### src/include/ic_settings.svh
`ifndef IC_SETTINGS_SVH
`define IC_SETTINGS_SVH

// Width of one flit word
`define IC_FLIT_WIDTH 16

// Next-hop address width, wide enough for every destination node
`define IC_ADDR_WIDTH 4

// Source nodes grouped under one partition arbiter
`define IC_NODES_PER_PART 2

// Partitions competing in the stage 2 selector
`define IC_NUM_PARTS 2

`endif
### src/source/ic_pkg.sv
`default_nettype none

`include "ic_settings.svh"

package ic_pkg;

    // One flit as carried through all three stages
    typedef logic [`IC_FLIT_WIDTH-1:0] flit_t;

    // Next-hop node address
    typedef logic [`IC_ADDR_WIDTH-1:0] addr_t;

    // Total node count, also the number of destinations
    localparam int NUM_NODES = `IC_NUM_PARTS * `IC_NODES_PER_PART;

endpackage

`default_nettype wire

### src/source/ic_part_if.sv
`timescale 1ns/1ps
`default_nettype none

interface ic_part_if;
    import ic_pkg::*;

    // Stage 1, combinational from the partition arbiter
    logic  s1_valid;
    logic  s1_urgent;
    addr_t s1_nexthop;

    // Stage 2, registered in the partition
    flit_t s2_data;
    addr_t s2_nexthop;

    // Selector grant back to the partition
    logic  select;

    modport source (
        output s1_valid,
        output s1_urgent,
        output s1_nexthop,
        output s2_data,
        output s2_nexthop,
        input  select
    );

    modport selector (
        input  s1_valid,
        input  s1_urgent,
        input  s1_nexthop,
        input  s2_data,
        input  s2_nexthop,
        output select
    );

endinterface

`default_nettype wire

### src/source/ic_interconnect.sv
`timescale 1ns/1ps
`default_nettype none

`include "ic_settings.svh"

module ic_interconnect (
    input  wire logic                                         clock,
    input  wire logic                                         reset,
    input  wire logic                                         enable,
    input  wire logic          [ic_pkg::NUM_NODES-1:0]        src_valid,
    input  wire logic          [ic_pkg::NUM_NODES-1:0]        src_urgent,
    input  wire ic_pkg::flit_t [ic_pkg::NUM_NODES-1:0]        src_data,
    input  wire ic_pkg::addr_t [ic_pkg::NUM_NODES-1:0]        src_nexthop,
    output logic               [ic_pkg::NUM_NODES-1:0]        src_dequeue,
    output logic               [ic_pkg::NUM_NODES-1:0]        dest_valid,
    output ic_pkg::flit_t                                     dest_data,
    output ic_pkg::addr_t                                     dest_nexthop,
    output logic                                              can_increment
);
    import ic_pkg::*;

    localparam int npp = `IC_NODES_PER_PART;

    logic  sel_valid;
    flit_t sel_data;
    addr_t sel_nexthop;

    ic_part_if part_bus [`IC_NUM_PARTS] ();

    // Global node number is partition * npp + local index
    for (genvar g = 0; g < `IC_NUM_PARTS; g++)
    begin : g_src
        ic_source_part #(
            .n(npp)
        ) u_part (
            .clock       (clock),
            .reset       (reset),
            .enable      (enable),
            .src_valid   (src_valid[g*npp +: npp]),
            .src_urgent  (src_urgent[g*npp +: npp]),
            .src_data    (src_data[g*npp +: npp]),
            .src_nexthop (src_nexthop[g*npp +: npp]),
            .src_dequeue (src_dequeue[g*npp +: npp]),
            .part        (part_bus[g])
        );
    end

    ic_part_select u_select (
        .clock         (clock),
        .reset         (reset),
        .enable        (enable),
        .parts         (part_bus),
        .sel_valid     (sel_valid),
        .sel_data      (sel_data),
        .sel_nexthop   (sel_nexthop),
        .can_increment (can_increment)
    );

    ic_dest_deliver u_deliver (
        .clock        (clock),
        .reset        (reset),
        .enable       (enable),
        .sel_valid    (sel_valid),
        .sel_data     (sel_data),
        .sel_nexthop  (sel_nexthop),
        .dest_valid   (dest_valid),
        .dest_data    (dest_data),
        .dest_nexthop (dest_nexthop)
    );

endmodule

`default_nettype wire

### src/source/ic_dest_deliver.sv
`timescale 1ns/1ps
`default_nettype none

module ic_dest_deliver (
    input  wire logic                         clock,
    input  wire logic                         reset,
    input  wire logic                         enable,
    input  wire logic                         sel_valid,
    input  wire ic_pkg::flit_t                sel_data,
    input  wire ic_pkg::addr_t                sel_nexthop,
    output logic [ic_pkg::NUM_NODES-1:0]      dest_valid,
    output ic_pkg::flit_t                     dest_data,
    output ic_pkg::addr_t                     dest_nexthop
);
    import ic_pkg::*;

    logic [NUM_NODES-1:0] dest_dec;

    // One strobe per destination node
    always_comb
    begin
        for (int i = 0; i < NUM_NODES; i++)
            dest_dec[i] = sel_valid && (sel_nexthop == addr_t'(i));
    end

    always_ff @(posedge clock)
    begin
        if (reset)
            dest_valid <= '0;
        else if (enable)
            dest_valid <= dest_dec;
    end

    // Flit travels alongside the strobe
    always_ff @(posedge clock)
    begin
        if (enable)
        begin
            dest_data    <= sel_data;
            dest_nexthop <= sel_nexthop;
        end
    end

    // Out-of-range next-hop would be silently dropped
    assert property (@(posedge clock) disable iff (reset)
        sel_valid |-> (int'(sel_nexthop) < NUM_NODES))
        else $error("next-hop %0d beyond %0d nodes", sel_nexthop, NUM_NODES);

endmodule

`default_nettype wire

### src/source/ic_part_select.sv
`timescale 1ns/1ps
`default_nettype none

`include "ic_settings.svh"

module ic_part_select (
    input  wire logic         clock,
    input  wire logic         reset,
    input  wire logic         enable,
    ic_part_if.selector       parts [`IC_NUM_PARTS],
    output logic              sel_valid,
    output ic_pkg::flit_t     sel_data,
    output ic_pkg::addr_t     sel_nexthop,
    output logic              can_increment
);
    import ic_pkg::*;

    localparam int p  = `IC_NUM_PARTS;
    localparam int pw = (p > 1) ? $clog2(p) : 1;

    logic [p-1:0]  valid_vec;
    logic [p-1:0]  urgent_vec;
    logic [p-1:0]  cand;
    logic [p-1:0]  sel_vec;
    addr_t         s1_nexthop_arr [p];
    flit_t         s2_data_arr    [p];
    addr_t         s2_nexthop_arr [p];

    logic [pw-1:0] pick;
    logic          pick_valid;

    // Last partition granted, also the one whose stage 2 data is shown
    logic [pw-1:0] last_q;
    logic          sel_valid_q;

    for (genvar i = 0; i < p; i++)
    begin : g_part
        assign valid_vec[i]      = parts[i].s1_valid;
        assign urgent_vec[i]     = parts[i].s1_urgent;
        assign s1_nexthop_arr[i] = parts[i].s1_nexthop;
        assign s2_data_arr[i]    = parts[i].s2_data;
        assign s2_nexthop_arr[i] = parts[i].s2_nexthop;
        assign parts[i].select   = sel_vec[i];
    end

    assign cand = (|urgent_vec) ? (valid_vec & urgent_vec) : valid_vec;

    // Round robin search starting just after the last grant
    always_comb
    begin
        int idx;
        pick       = last_q;
        pick_valid = 1'b0;
        for (int off = p; off >= 1; off--)
        begin
            idx = int'(last_q) + off;
            if (idx >= p)
                idx = idx - p;
            if (cand[idx])
            begin
                pick       = pw'(idx);
                pick_valid = 1'b1;
            end
        end
    end

    always_comb
    begin
        sel_vec = '0;
        if (enable && pick_valid)
            sel_vec[pick] = 1'b1;
    end

    always_ff @(posedge clock)
    begin
        if (reset)
        begin
            sel_valid_q <= 1'b0;
            last_q      <= pw'(p - 1);
        end
        else if (enable)
        begin
            sel_valid_q <= pick_valid;
            if (pick_valid)
                last_q <= pick;
        end
    end

    assign sel_valid     = sel_valid_q;
    assign sel_data      = s2_data_arr[last_q];
    assign sel_nexthop   = s2_nexthop_arr[last_q];
    assign can_increment = ~|urgent_vec;

    // Single grant, to a partition holding a flit with a reachable next-hop
    assert property (@(posedge clock) disable iff (reset)
        $onehot0(sel_vec) && ((sel_vec & ~valid_vec) == '0)
        && (!pick_valid || !enable || (int'(s1_nexthop_arr[pick]) < NUM_NODES)))
        else $error("select %b bad for valid %b", sel_vec, valid_vec);

endmodule

`default_nettype wire

### src/source/ic_source_part.sv
`timescale 1ns/1ps
`default_nettype none

module ic_source_part #(
    parameter int n = 2
) (
    input  wire logic                        clock,
    input  wire logic                        reset,
    input  wire logic                        enable,
    input  wire logic [n-1:0]                src_valid,
    input  wire logic [n-1:0]                src_urgent,
    input  wire ic_pkg::flit_t [n-1:0]       src_data,
    input  wire ic_pkg::addr_t [n-1:0]       src_nexthop,
    output logic      [n-1:0]                src_dequeue,
    ic_part_if.source                        part
);
    import ic_pkg::*;

    logic [n-1:0] grant;
    logic         any_valid;
    logic         any_urgent;

    flit_t        s1_data;
    addr_t        s1_nexthop;

    flit_t        s2_data_q;
    addr_t        s2_nexthop_q;

    ready_select #(
        .n(n)
    ) u_arb (
        .ready      (src_valid),
        .urgent     (src_urgent),
        .grant      (grant),
        .any_valid  (any_valid),
        .any_urgent (any_urgent)
    );

    // One-hot mux of the granted node
    always_comb
    begin
        s1_data    = '0;
        s1_nexthop = '0;
        for (int i = 0; i < n; i++)
        begin
            if (grant[i])
            begin
                s1_data    = src_data[i];
                s1_nexthop = src_nexthop[i];
            end
        end
    end

    assign part.s1_valid   = any_valid;
    assign part.s1_urgent  = any_urgent;
    assign part.s1_nexthop = s1_nexthop;

    // Node drops its flit only when this partition wins stage 2
    assign src_dequeue = part.select ? grant : '0;

    // Stage 2 register loads on every enabled edge
    always_ff @(posedge clock)
    begin
        if (reset)
        begin
            s2_data_q    <= '0;
            s2_nexthop_q <= '0;
        end
        else if (enable)
        begin
            s2_data_q    <= s1_data;
            s2_nexthop_q <= s1_nexthop;
        end
    end

    assign part.s2_data    = s2_data_q;
    assign part.s2_nexthop = s2_nexthop_q;

    // Selector grant must land on a valid node, and never while frozen
    assert property (@(posedge clock) disable iff (reset)
        ((src_dequeue & ~src_valid) == '0) && (enable || (src_dequeue == '0)))
        else $error("dequeue %b for valid %b enable %b", src_dequeue, src_valid, enable);

endmodule

`default_nettype wire

### src/source/ready_select.sv
`timescale 1ns/1ps
`default_nettype none

module ready_select #(
    parameter int n = 2
) (
    input  wire logic [n-1:0] ready,
    input  wire logic [n-1:0] urgent,
    output logic      [n-1:0] grant,
    output logic              any_valid,
    output logic              any_urgent
);

    logic [n-1:0] urgent_ready;
    logic [n-1:0] cand;

    assign urgent_ready = ready & urgent;
    assign any_valid    = |ready;
    assign any_urgent   = |urgent_ready;

    // Urgent nodes shadow all others when present
    assign cand = any_urgent ? urgent_ready : ready;

    // Isolate the lowest set bit
    assign grant = cand & (~cand + n'(1));

    // Exactly one ready node granted whenever any is ready
    always_comb
    begin
        assert #0 (((grant & ~ready) == '0) && ($onehot(grant) == any_valid))
            else $error("ready_select grant %b invalid for ready %b", grant, ready);
    end

endmodule

`default_nettype wire

### config.mk
export PLATFORM = sky130hd
export DESIGN_NAME = ic_interconnect
export DESIGN_NICKNAME = d
export VERILOG_FILES = /design/src/source/ic_pkg.sv /design/src/source/ic_part_if.sv /design/src/source/ic_interconnect.sv /design/src/source/ic_dest_deliver.sv /design/src/source/ic_part_select.sv /design/src/source/ic_source_part.sv /design/src/source/ready_select.sv
export VERILOG_INCLUDE_DIRS = /design/src /design/src/include
export SDC_FILE = /design/constraint.sdc
export NUM_CORES = 1
export LEC_CHECK = 0
export BUFFER_PORTS_ARGS = -buffer_cell sky130_fd_sc_hd__buf_2
export CORE_MARGIN = 1
export CORE_UTILIZATION = 35
export DETAILED_ROUTE_END_ITERATION = 10
export SLEW_MARGIN = 5
export SYNTH_ARGS = -nofsm -noshare
export SYNTH_HDL_FRONTEND = slang
export SYNTH_HIERARCHICAL = 1
export SYNTH_SLANG_ARGS = --single-unit
### constraint.sdc
create_clock -name clock -period 4.7 [get_ports clock]
set_clock_uncertainty 0.1 [all_clocks]
set_input_delay 0 -clock clock [delete_from_list [all_inputs] [get_ports clock]]
set_output_delay 0 -clock clock [all_outputs]
set_load 0.02 [all_outputs]
[Word level (Yosys, flattened, before mapping)]
Index checks and enable logic that the tools add are counted.
Operators by class
  shift operators: 0
  bitwise operators: 8
  multiply operators: 0
  muxes and demuxes: 34
  order comparisons: 7
  div/mod/pow operators: 0
  reductions and logical operators: 14
  add/sub/neg operators: 6
  equality and inequality tests: 3
Operators with widths (count)
  $mux 16: 7
  $ge 32x3->1 const B: 2
  $lt 32x3->1 const B: 2
  $mux 32: 2
  $sub 32x3->32 const B: 2
  $mux 4: 7
  $mux 2: 6
  $mux 1: 11
  $and 2x2->2: 5
  $eq 4x2->1 const B: 2
  $reduce_or 2->1: 4
  $logic_and 1x1->1: 6
  $add 2x1->2 const B: 2
  $eq 4x1->1 const B: 1
  $logic_not 4->1: 1
  $not 2->2: 2
  $reduce_or 4->1: 1
  $add 1x2->3 const B: 1
  $add 1x1->2 const B: 1
  $ge 2x2->1 const B: 1
  $lt 1x2->1 const B: 1
  $not 1->2: 1
  $reduce_and 2->1: 1
  $demux 1 s1: 1
  2 further kinds: 2
Word-level totals
  latch bits: 0
  RAM bits: 0
  memories kept: 0
  word-level logic and storage cells: 81
  register bits after elaboration: 66
  bits in read-only memories: 0

[Logic depth before layout (Yosys ltp)]
  depth after elaboration: 15
  gate-level depth with buffers: 7

[By module]
Netlist, hierarchy kept.
Modules (own cells, without submodules)
  ic_source_part: cells an instance 118, times used 2, area an instance 982.2 sq um
  ic_dest_deliver: cells an instance 34, times used 1, area an instance 770.7 sq um
  ic_part_select: cells an instance 38, times used 1, area an instance 371.6 sq um
  ready_select: cells an instance 7, times used 2, area an instance 38.8 sq um

[Least setup slack after synthesis]
OpenSTA, ideal clock, no wires.
  path type: register to register
  from: register u_select.last_q
  to: register u_deliver/dest_valid[1] in the netlist's numbering
  data required time: 4.541 ns
  library setup time: 0.059 ns
  buffers on the path: 1
  arrival time: 1.361 ns
  path slack: 3.180 ns
  period minus slack after synthesis: 1.520 ns
  stages on the path, launching flop included: 5
  cell sequence: dfxtp_1 -> buf_2 -> mux2_2 -> nor4b_1 -> a22o_1
Between the ends
  longest elaborated chain between the ends: 6
RTL lines
  start, declared: RTL line ic_part_select.sv:33  | logic [pw-1:0] last_q;
  start signal, assigned: RTL line ic_part_select.sv:79  | last_q <= pw'(p - 1);
  start signal, assigned: RTL line ic_part_select.sv:85  | last_q <= pick;
  $not 1->2 (implied by the code): RTL line ic_part_select.sv:91  | assign sel_nexthop = s2_nexthop_arr[last_q];
  $mux 4 (implied by the code) (3 in series): RTL line ic_part_select.sv:91
  named net sel_nexthop[1]: RTL line ic_interconnect.sv:26  | addr_t sel_nexthop;
  $eq 4x1->1: RTL line ic_dest_deliver.sv:23  | dest_dec[i] = sel_valid && (sel_nexthop == addr_t'(i));
  $logic_and 1x1->1: RTL line ic_dest_deliver.sv:23
  end signal, assigned: RTL line ic_dest_deliver.sv:31  | dest_valid <= dest_dec;
  end, declared: RTL line ic_dest_deliver.sv:11  | output logic [ic_pkg::NUM_NODES-1:0] dest_valid,
The timed path passes the listed nets, and every way through them passes these cells. The select of a mux whose other input is x is not followed.
A chain may end at the register's enable or synchronous reset.

==> impl_results.md <==
* Status: complete, no violations
* Initial DRC Count at 103
* Hold path endpoint: u_deliver/dest_data[2]
* PwrDens at 297.8 mW/mm^2
* Syn Nets at 405
* CTS sink cnt at 66
* Type of the tightest min-delay check: in2reg
* Initial antenna violation count at 0
* First-pass GRT wire length at between 10000 and 15000 um
* R2R depth at 4
* DRT antenna net count at 0
* Min-delay src: enable
* CTS tree: built
* Drt drc at 0
* RSZ-0062 raised after global routing: false
* TNS Setup at 0 ps
* Max Slew Vio Count at 0
* WHS Path Cells at 1
* Crit path kind: in2reg
* Antenna Diode Count at 0
* Drt via density at 4.976
* Worst-margin pin slew at 939.8 ps
* CP most frequent cell: buf_4
* Max Used Layer: met4
* Max-slew headroom at between 30% and 40%
* Critical path's largest stage delay at a little over 600 ps
* NumNets Final at a little under 600
* Pin count of the biggest net entering global routing at 61
* Num ports at 120
* Power, Total at 0.001433 W
* Setup violators final at 0
* Clk buf depth at 2
* MaxCap Viol Count at 0
* Core ar. at 0.008721 sq mm
* Clock transition at path regs at roughly 70 ps
* Area delta synth->final at 52.56%
* Worst setup EP type: flop
* WL met1 at 4320 um
* Die Wd at 96.93 um
* Die ar. at 0.009395 sq mm
* Place WS at roughly 2900 ps
* YS warnings at 6
* Routed wl met2 at ~4300 um
* Post-Syn Area at 0.003154 sq mm
* Max FO, Critical Path at 60
* 1st-pass router iterations at 4
* WL per Instance at 14.94 um
* Post-route minimum period at 1849 ps
* WP buf/inv at 3
* Number of gates resized after CTS at 0
* Highest clock rate at 540.9 MHz
* CP delay by family, top: buffers and inverters
* Clock root buffer: clkbuf_8
* H-tree lvl count at 3
* Mapped Avg Cell Area at 10.05 sq um
* Worst-Skew Late Latency at about 340 ps
* IO buf count at 119
* P_leak at around 2.1 nW
* CP Cell Sequence: buf_4 -> buf_4 -> nor2_1 -> a311oi_1 -> dlygate4sd3_1
* Routed vias at between 3000 and 4000
* VDD IR max at 0.0001617 V
* Initial core utilization at 36.17%
* Crit path max-delay cell type: buf_4
* Met3 wire length at 411 um
* Final Wtd Congestion at 0.7987
* R2R Path Start: u_select/last_q
* Final HPWL DP at ~5700 um
* Routed wire length at 9188 um
* Final worst slack at about 2900 ps
* Post-Syn Instances at between 300 and 400
* Final period utilization at 39.33%
* Die Ht at ~97 um
* R2R setup slack at 2860 ps
* RR Endpoint: u_deliver/dest_valid[0]
* Arr. time, crit path at 2030 ps
* Core Rows at 34
* Worst EP required at 4880 ps
* Final hold vios at 0
* CTS buffer count at 9
* All-Layer GR Usage at 20.01%
* GRT Residual Overflow at 0
* Vias in the first global route at 3174
* Layout cells sized above 1 at about a third
* Crit path launch type: primary input
[layout by cell type, fill, tap and decap left out, types with 2 or more instances in the layout]
master           n
or2_1            2
dlygate4sd3_1   80
nand3b_4         2
a22o_1           4
nand3b_1        39
a311oi_1        36
nand2b_1         5
mux2_2          20
edfxtp_1        20
nor2_1          43
buf_2          118
buf_4            5
nand2_1         47
a21boi_2         2
and2_1           4
dfxtp_1         46
o21a_1           2
clkinv_2         3
clkbuf_8         9
a311oi_2         4
[area by class of cell]
type / instances / area (sq um)
flip-flops and latches: 66 / 1521
clock buffers: 11 / 152.6
clock inverters: 5 / 51.30
multi-input cells: 222 / 1523
repair buffers: 203 / 1429
fillers: 798 / 3909
well taps: 108 / 135.1
[power by group]
part | total [W] | switching [W] | internal (W)
Clock | 0.000488 | 0.000213 | 0.000275
Combinational | 0.000293 | 0.000140 | 0.000153
Sequential | 0.000652 | 0.0000216 | 0.000631
Total | 0.00143 | 0.000374 | 0.00106
[worst max path at each step]
stage | start | to | cells past startpoint
final | enable | g_src[1].u_part/part.s2_data[11] | 5
after global placement | u_select/last_q | u_deliver/dest_valid[1] | 4
after floorplan | u_select/last_q | u_deliver/dest_valid[1] | 4
after CTS | u_select/last_q | u_deliver/dest_valid[1] | 4
after detailed placement | u_select/last_q | u_deliver/dest_valid[1] | 4
after global routing | enable | g_src[1].u_part/part.s2_data[11] | 5
[per-layer routing]
metal / track usage, % / vias to the layer above
met5: 0 / -
met4: 7.922 / 0
met3: 4.552 / 18
met2: 33.32 / 78
met1: 25.02 / 1434
li1: - / 1530
[worst reg2reg max path, stage by stage (launching register included)]
cell,delay (ps)
dfxtp_1,480
buf_4,320
mux2_2,420
nor4_1,300
a22o_1,170
[registers in the layout (all words and copies together) (netlist names)]
signal	cells
g_src.u_part/part.s2_data	32
g_src.u_part/part.s2_nexthop	8
u_deliver/dest_valid	4
u_deliver/dest_data	16
u_select/sel_valid	1
u_deliver/dest_nexthop	4
u_select/last_q	1
[per-stage QoR]
step	utilization, %	hold slack, ps	std cells	area (sq um)
2_1_floorplan	-	-30.93	314	3154
3_3_place_gp	43.66	177.8	519	3807
3_5_place_dp	43.66	182.9	519	3807
4_1_cts	55.18	31.99	615	4812
5_1_grt	55.18	44.01	615	4812
6_report	55.18	42.60	615	4812
[what timing repair did]
item / in CTS / in global routing
endpoints found under the hold margin: 40 / 0
hold buffers: 80 / 0
buffers inserted: 0 / 0
No activity file was read; power rests on OpenSTA's default activity.
